## config.mk

```make
export PLATFORM = sky130hd
export DESIGN_NAME = fetch_decode
export DESIGN_NICKNAME = d
export VERILOG_FILES = /design/src/hw/rv_pkg.sv /design/src/hw/fetch_decode.sv
export SDC_FILE = /design/constraint.sdc
export NUM_CORES = 1
export LEC_CHECK = 0
export BUFFER_PORTS_ARGS = -buffer_cell sky130_fd_sc_hd__buf_2
export CAP_MARGIN = 20
export CORE_AREA = 2 2 137 139
export DETAILED_ROUTE_END_ITERATION = 6
export DIE_AREA = 0 0 139 141
export HOLD_SLACK_MARGIN = 0.05
export PLACE_DENSITY = 0.67
export SLEW_MARGIN = 20
export SYNTH_ARGS = -nofsm -noshare
export SYNTH_HDL_FRONTEND = slang
export SYNTH_SLANG_ARGS = --single-unit
```

## constraint.sdc

```tcl
create_clock -name clk_i -period 5.7 [get_ports clk_i]
set_clock_uncertainty 0.1 [all_clocks]
set_input_delay 1.14 -clock clk_i [delete_from_list [all_inputs] [get_ports clk_i]]
set_output_delay 1.14 -clock clk_i [all_outputs]
set_load 0.005 [all_outputs]
```

## src/hw/rv_pkg.sv

```systemverilog
package rv_pkg;

    ////////////////////////////////////////
    // widths and depths
    ////////////////////////////////////////
    localparam int XLEN        = 32;
    localparam int REG_ADDR_W  = 5;
    localparam int IMEM_WORDS  = 64;
    localparam int IMEM_ADDR_W = $clog2(IMEM_WORDS);
    localparam int DMEM_WORDS  = 32;
    localparam int DMEM_ADDR_W = $clog2(DMEM_WORDS);

    // loader framing bytes, never stored
    localparam logic [7:0] LOAD_OPEN  = 8'hFE;
    localparam logic [7:0] LOAD_CLOSE = 8'hFF;

    // base opcodes of the supported subset
    localparam logic [6:0] OP_RTYPE  = 7'b0110011;
    localparam logic [6:0] OP_ITYPE  = 7'b0010011;
    localparam logic [6:0] OP_LOAD   = 7'b0000011;
    localparam logic [6:0] OP_STORE  = 7'b0100011;
    localparam logic [6:0] OP_BRANCH = 7'b1100011;

    ////////////////////////////////////////
    // pipeline payloads
    ////////////////////////////////////////
    typedef enum logic [1:0] {
        ALU_ADD = 2'd0,
        ALU_SUB = 2'd1,
        ALU_AND = 2'd2,
        ALU_OR  = 2'd3
    } alu_op_e;

    // all zero means bubble
    typedef struct packed {
        logic    reg_write;
        logic    mem_read;
        logic    mem_write;
        logic    mem_to_reg;
        logic    alu_src_imm;
        alu_op_e alu_op;
    } ctrl_t;

    typedef struct packed {
        ctrl_t                 ctrl;
        logic [XLEN-1:0]       rs1_val;
        logic [XLEN-1:0]       rs2_val;
        logic [XLEN-1:0]       imm;
        logic [REG_ADDR_W-1:0] rs1;
        logic [REG_ADDR_W-1:0] rs2;
        logic [REG_ADDR_W-1:0] rd;
    } id_ex_t;

    typedef struct packed {
        logic                  reg_write;
        logic                  mem_read;
        logic                  mem_write;
        logic                  mem_to_reg;
        logic [XLEN-1:0]       alu_result;
        logic [XLEN-1:0]       store_data;
        logic [REG_ADDR_W-1:0] rd;
    } ex_mem_t;

    // writeback bus, shared by regfile and forwarding
    typedef struct packed {
        logic                  we;
        logic [REG_ADDR_W-1:0] rd;
        logic [XLEN-1:0]       data;
    } wb_t;

endpackage

```

## src/hw/fetch_decode.sv

```systemverilog
`timescale 1ns/1ps

module fetch_decode (
    input  logic                           clk_i,
    input  logic                           reset_n,
    input  logic                           run_i,
    input  logic [rv_pkg::XLEN-1:0]        instr_i,
    input  logic [rv_pkg::XLEN-1:0]        rs1_data_i,
    input  logic [rv_pkg::XLEN-1:0]        rs2_data_i,
    output logic [rv_pkg::IMEM_ADDR_W-1:0] fetch_addr_o,
    output logic [rv_pkg::REG_ADDR_W-1:0]  rs1_o,
    output logic [rv_pkg::REG_ADDR_W-1:0]  rs2_o,
    output rv_pkg::id_ex_t                 id_ex_o
);

    logic [rv_pkg::XLEN-1:0]       pc_q;
    logic [rv_pkg::XLEN-1:0]       if_id_pc_q;
    logic [rv_pkg::XLEN-1:0]       if_id_instr_q;
    logic [6:0]                    opcode;
    logic [2:0]                    funct3;
    logic [6:0]                    funct7;
    logic [rv_pkg::REG_ADDR_W-1:0] rd;
    logic [rv_pkg::XLEN-1:0]       imm_i;
    logic [rv_pkg::XLEN-1:0]       imm_s;
    logic [rv_pkg::XLEN-1:0]       imm_b;
    rv_pkg::ctrl_t                 ctrl;
    logic                          uses_rs2;
    logic                          load_use;
    logic                          branch_taken;
    rv_pkg::id_ex_t                id_ex_d;

    // byte PC, word-indexed memory
    assign fetch_addr_o = pc_q[rv_pkg::IMEM_ADDR_W+1:2];

    assign opcode = if_id_instr_q[6:0];
    assign rd     = if_id_instr_q[11:7];
    assign funct3 = if_id_instr_q[14:12];
    assign rs1_o  = if_id_instr_q[19:15];
    assign rs2_o  = if_id_instr_q[24:20];
    assign funct7 = if_id_instr_q[31:25];

    assign imm_i = {{20{if_id_instr_q[31]}}, if_id_instr_q[31:20]};
    assign imm_s = {{20{if_id_instr_q[31]}}, if_id_instr_q[31:25], if_id_instr_q[11:7]};
    assign imm_b = {{19{if_id_instr_q[31]}}, if_id_instr_q[31], if_id_instr_q[7],
                    if_id_instr_q[30:25], if_id_instr_q[11:8], 1'b0};

    ////////////////////////////////////////
    // control decode
    ////////////////////////////////////////
    always_comb begin
        ctrl     = '0;
        uses_rs2 = 1'b0;
        case (opcode)
            rv_pkg::OP_RTYPE: begin
                ctrl.reg_write = 1'b1;
                uses_rs2       = 1'b1;
                case (funct3)
                    3'b111:  ctrl.alu_op = rv_pkg::ALU_AND;
                    3'b110:  ctrl.alu_op = rv_pkg::ALU_OR;
                    default: ctrl.alu_op = funct7[5] ? rv_pkg::ALU_SUB : rv_pkg::ALU_ADD;
                endcase
            end
            rv_pkg::OP_ITYPE: begin
                ctrl.reg_write   = 1'b1;
                ctrl.alu_src_imm = 1'b1;
            end
            rv_pkg::OP_LOAD: begin
                ctrl.reg_write   = 1'b1;
                ctrl.mem_read    = 1'b1;
                ctrl.mem_to_reg  = 1'b1;
                ctrl.alu_src_imm = 1'b1;
            end
            rv_pkg::OP_STORE: begin
                ctrl.mem_write   = 1'b1;
                ctrl.alu_src_imm = 1'b1;
                uses_rs2         = 1'b1;
            end
            // beq finishes here, nothing goes down the pipe
            rv_pkg::OP_BRANCH: uses_rs2 = 1'b1;
            default: begin
            end
        endcase
    end

    // load in EX whose result the decoding instruction needs
    assign load_use = id_ex_o.ctrl.mem_read && (id_ex_o.rd != '0)
                      && ((id_ex_o.rd == rs1_o) || (uses_rs2 && (id_ex_o.rd == rs2_o)));

    // not taken while stalled, operands may still be in flight
    assign branch_taken = (opcode == rv_pkg::OP_BRANCH) && (funct3 == 3'b000)
                          && (rs1_data_i == rs2_data_i) && !load_use;

    always_comb begin
        id_ex_d.ctrl    = ctrl;
        id_ex_d.rs1_val = rs1_data_i;
        id_ex_d.rs2_val = rs2_data_i;
        id_ex_d.imm     = (opcode == rv_pkg::OP_STORE) ? imm_s : imm_i;
        id_ex_d.rs1     = rs1_o;
        id_ex_d.rs2     = rs2_o;
        id_ex_d.rd      = rd;
    end

    ////////////////////////////////////////
    // PC, IF/ID and ID/EX
    ////////////////////////////////////////
    always_ff @(posedge clk_i or negedge reset_n) begin
        if (!reset_n) begin
            pc_q          <= '0;
            if_id_pc_q    <= '0;
            if_id_instr_q <= '0;
            id_ex_o       <= '0;
        end else if (!run_i) begin
            pc_q          <= '0;
            if_id_pc_q    <= '0;
            if_id_instr_q <= '0;
            id_ex_o       <= '0;
        end else begin
            if (branch_taken) begin
                // redirect and squash the one fetched instruction
                pc_q          <= if_id_pc_q + imm_b;
                if_id_pc_q    <= '0;
                if_id_instr_q <= '0;
            end else if (!load_use) begin
                pc_q          <= pc_q + 32'd4;
                if_id_pc_q    <= pc_q;
                if_id_instr_q <= instr_i;
            end
            id_ex_o <= load_use ? '0 : id_ex_d;
        end
    end

endmodule

```

== Yosys cells after proc, flatten, opt, wreduce, memory -nomap -nowiden ==
Cells that the tools add are included.
Cells by class
  add/subtract/negate cells: 2
  muxes and demuxes: 20
  equal/unequal tests: 11
  reductions and logical operators: 13
Operator list (count)
  $mux 32: 9
  $mux 118: 2
  $add 32x3->32 const B: 1
  $add 32x32->32: 1
  $eq 32x32->1: 1
  $eq 7x6->1 const B: 2
  $eq 5x5->1: 2
  $reduce_or 3->1: 3
  $eq 7x2->1 const B: 1
  $eq 7x5->1 const B: 1
  $eq 7x7->1 const B: 1
  $eq 3x3->1 const B: 2
  $logic_and 1x1->1: 6
  $mux 1: 6
  $mux 5: 1
  $reduce_bool 5->1: 1
  $pmux 2 s2: 1
  $logic_not 3->1: 1
  $ne 3x2->1 const B: 1
  $mux 2: 1
  $logic_not 1->1: 1
  $logic_or 1x1->1: 1
Word-level totals
  output and inout port bits: 134
  input port bits: 99
  bits in registers: 214

== Longest topological paths before layout ==
  word-level depth: 10
  mapped depth: 9
  gate-level depth less buffers: 9

== Worst setup path after synthesis ==
OpenSTA, ideal clock, no wires.
  path type: in2reg
  start: input port rs2_data_i[8] (netlist name)
  end: register if_id_instr_q[6] (netlist name)
  arrival time: 2.713 ns
  library setup time: 0.121 ns
  required time: 5.479 ns
  cell stages on the path: 8
  path slack: 2.766 ns
  cell sequence: xor2_1 -> or4_1 -> nor4_1 -> and3_1 -> buf_6 -> nor3_4 -> buf_6 -> a22o_1
Between the ends
  longest elaborated chain between the ends: 5
  elaborated cells on any way between the ends: 6
Ends and longest elaborated chain
  start, declared: RTL line fetch_decode.sv:9  | input logic [rv_pkg::XLEN-1:0] rs2_data_i,
  $eq 32x32->1 (*): RTL line fetch_decode.sv:91  | && (rs1_data_i == rs2_data_i) && !load_use;
  $logic_and 1x1->1 (*) (2 in a row): RTL line fetch_decode.sv:91
  $mux 32: RTL line fetch_decode.sv:118  | if (branch_taken) begin
  $mux 32: RTL line fetch_decode.sv:112  | end else if (!run_i) begin
  end signal, assigned: RTL line fetch_decode.sv:126  | if_id_instr_q <= instr_i;
  end, declared: RTL line fetch_decode.sv:18  | logic [rv_pkg::XLEN-1:0] if_id_instr_q;
Mark *: on every way between the ends. The rest lies on a longest branch, timed or not.
A chain may end at the register's enable or synchronous reset.

== Final worst setup path ==
  start: input port rs2_data_i[8] (netlist name)
  end: register if_id_instr_q[5] (netlist name)
The elaborated chain is that of the path after synthesis.

==> impl_metrics.env <==
export IMPL_finalWorstSetupSlack_ns=2.45
export IMPL_syn_cell_area_mm2=0.00619
export IMPL_ioPinCount=233
export IMPL_hp_start="if_id_instr_q[29]"
export IMPL_worstPathMaxFanout=25
export IMPL_drc_errors=0
export IMPL_wirelength_mm=16.8
export IMPL_synth_simple_gate_area_share_pct=16.6
export IMPL_ant_nets=0
export IMPL_path_clk_slew_ns=0.06
export IMPL_p_leak_nw=4.25
export IMPL_drt_iter0_drc=249
export IMPL_ys_async_sr_fraction_pct=100
export IMPL_synthMuxAreaShare_pct=0.970
export IMPL_die_area_mm2=0.0196
export IMPL_cp_arrival_ns=3.43
export IMPL_synthFlopType="dfrtp_1"
export IMPL_grt_max_degree=104
export IMPL_fp_coreArea_mm2=0.0183
export IMPL_cts_tree="built"
export IMPL_yosysWarnings=0
export IMPL_cts_buffers=17
export IMPL_synth_edf_count=0
export IMPL_vias_per_cell=4.88
export IMPL_worstSetupPathType="input port to register"
export IMPL_min_path_type="register to register"
export IMPL_dp_hpwl_mm=11.9
export IMPL_finalSetupViolCount=0
export IMPL_track_usage_pct=17.2
export IMPL_fmax_mhz=308
export IMPL_path_cells="buf_2, xor2_1, or4_1, nor4_1, and3_1, nor3_4, buf_4, a22o_1"
export IMPL_grt_overflow=0
export IMPL_die_x_um=139
export IMPL_slowest_stage="or4_1"
export IMPL_synth_fp_nets=619
export IMPL_synth_xor_area_share_pct=6.36
export IMPL_max_slew_margin_rel_pct=29.0
export IMPL_cts_sinks=143
export IMPL_antenna_found_initial=1
export IMPL_place_congestion=0.751
export IMPL_worst_pin_slew_ns=1.06
export IMPL_ir_drop_mv=0.207
export IMPL_start_util_pct=33.9
export IMPL_rr_startpoint="if_id_instr_q[2]"
export IMPL_cts_max_level=4
export IMPL_synth_compound_area_share_pct=9.17
export IMPL_synth_top_family_by_area="simple AND/OR/NAND/NOR gates"
export IMPL_clk_latency_ns=0.41
export IMPL_status="finished, final reports clean"
export IMPL_std_cell_rows=50
export IMPL_timing_hold_ws_ns=0.396
export IMPL_syn_to_final_growth_pct=27.3
export IMPL_cp_num_buf_inv=2
export IMPL_root_buffer="clkbuf_16"
export IMPL_synth_cell_type_count=51
export IMPL_power_density_mw_per_mm2=313
export IMPL_drive_above_1_share_pct=38.9
export IMPL_post_route_period_util_pct=56.9
export IMPL_cts_hold_buf=0
export IMPL_cts_setup_buffers=0
export IMPL_first_pass_iters=4
export IMPL_min_period_ns=3.25
export IMPL_via_count=4623
export IMPL_cts_resized=0
export IMPL_die_y_um=141
export IMPL_grt_pass1_wl_mm=26.2
export IMPL_clk_path_buf_depth=2
export IMPL_layout_cells_most_common="buf_2"
export IMPL_drv_slew=0
export IMPL_cp_end_kind="register"
export IMPL_placement_io_buffers=232
export IMPL_cpLargestDelayFamily="simple AND/OR/NAND/NOR gates"
export IMPL_slowest_delay_ns=0.53
export IMPL_ys_ff_latch=143
export IMPL_worst_setup_path_start_kind="input port"
export IMPL_syn_area_per_cell_um2=12.1
export IMPL_drt_wirelength_per_cell_um=17.7
export IMPL_setup_tns_ns=0
export IMPL_dp_slack_ns=2.04
export IMPL_max_cap_violations=0
export IMPL_synthAdderAreaFrac_pct=1.74
export IMPL_hold_viol=0
export IMPL_n_fill_cell=1736
export IMPL_mostFrequentLayoutCells="buf_2, dfrtp_1, and3_1, a22o_1, xnor2_1"
export IMPL_final_net_count=808
export IMPL_grt_setup_unrepaired="false"
export IMPL_critPathRequiredTime_ns=5.89
export IMPL_synth_cells=512
export IMPL_critPathLaunch="rs2_data_i[8]"
export IMPL_grt_pass1_vias=4705
export IMPL_ys_seq_area_share_pct=57.8
==> report_power, final <==
part | leakage (nW) | total, mW | switching [mW] | internal [mW]
clock network | 0.299 | 1.15 | 0.410 | 0.738
logic | 2.07 | 0.230 | 0.122 | 0.108
registers | 1.88 | 1.09 | 0.0286 | 1.06
==> state kept, by name (all words and copies together), names as in the netlist <==
register,cells
id_ex_o,97
if_id_instr_q,32
if_id_pc_q,7
pc_q,7
==> layer usage <==
layer  routed length (um)  track usage, %
met5                    0               0
met4                  238            5.53
met3                 1200            5.60
met2                 8450            29.7
met1                 6880            20.5
==> stage by stage <==
stage	power [mW]	std cells	instance area (um^2)	util (%)
2_1_floorplan	1.22	512	6190	-
3_3_place_gp	1.34	916	7270	39.8
3_5_place_dp	1.34	916	7270	39.8
4_1_cts	2.49	946	7880	43.1
5_1_grt	2.57	947	7880	43.2
6_report	2.47	947	7880	43.2
==> area by class of cell <==
cell class / instances / area (um^2) / share of cell area (%)
inverter: 5 / 18.8 / 0.238
clock buffer: 19 / 443 / 5.62
antenna: 1 / 2.50 / 0.0317
tap: 234 / 293 / 3.71
sequential: 143 / 3580 / 45.4
clock inverter: 11 / 165 / 2.09
multi-input combinational: 297 / 2180 / 27.6
timing repair buffer: 237 / 1200 / 15.3
==> Yosys cell counts (all sizes together), types with 2 or more instances <==
master / number / area share [%]
inv: 4 / 0.24
xnor2: 32 / 4.5
xor2: 13 / 1.8
clkbuf: 20 / 1.2
ha: 7 / 1.4
a21oi: 7 / 0.57
nor3: 5 / 0.59
a2bb2oi: 3 / 0.42
nor2: 12 / 0.73
nand3: 10 / 0.81
nor2b: 2 / 0.20
and3: 88 / 8.9
o21ai: 3 / 0.24
dfrtp: 143 / 58
a31oi: 3 / 0.30
a22o: 37 / 5.2
nand4: 13 / 1.4
buf: 47 / 5.8
o211ai: 3 / 0.36
or4: 6 / 0.73
nor4: 7 / 0.81
or3: 2 / 0.20
nand2: 17 / 1.1
mux2i: 6 / 0.97
nor4b: 3 / 0.53
==> final timing paths <==
| kind | slack, ns | depth (start not counted) | endpoint |
|---|---|---|---|
| worst min register to register | 0.40 | 1 | if_id_instr_q[29] |
| worst min-delay path | 0.40 | 1 | if_id_instr_q[29] |
| max in group asynchronous | 3.68 | 2 | id_ex_o[63] |
| worst max register to register | 2.71 | 7 | if_id_instr_q[5] |
| min in group asynchronous | 0.77 | 1 | id_ex_o[106] |
| worst max-delay path | 2.45 | 8 | if_id_instr_q[5] |
==> kinds of logic (layout without fill, tap and decap cells) <==
kind of cell	Yosys count	count (layout)
xor+xnor	45	45
compound gates	68	68
other cells	0	1
mux	6	6
flops	143	143
simple gates	170	170
buf+inv	72	272
fa+ha+maj	8	8
==> worst reg2reg max path: cells and delay by family, from the launching register on <==
kind	cells	cell delay, ns
buf+inv	1	0.28
simple gates	3	1.30
compound gates	3	0.85
flops	1	0.38
Note: power is estimated with default switching activity, not from simulation.
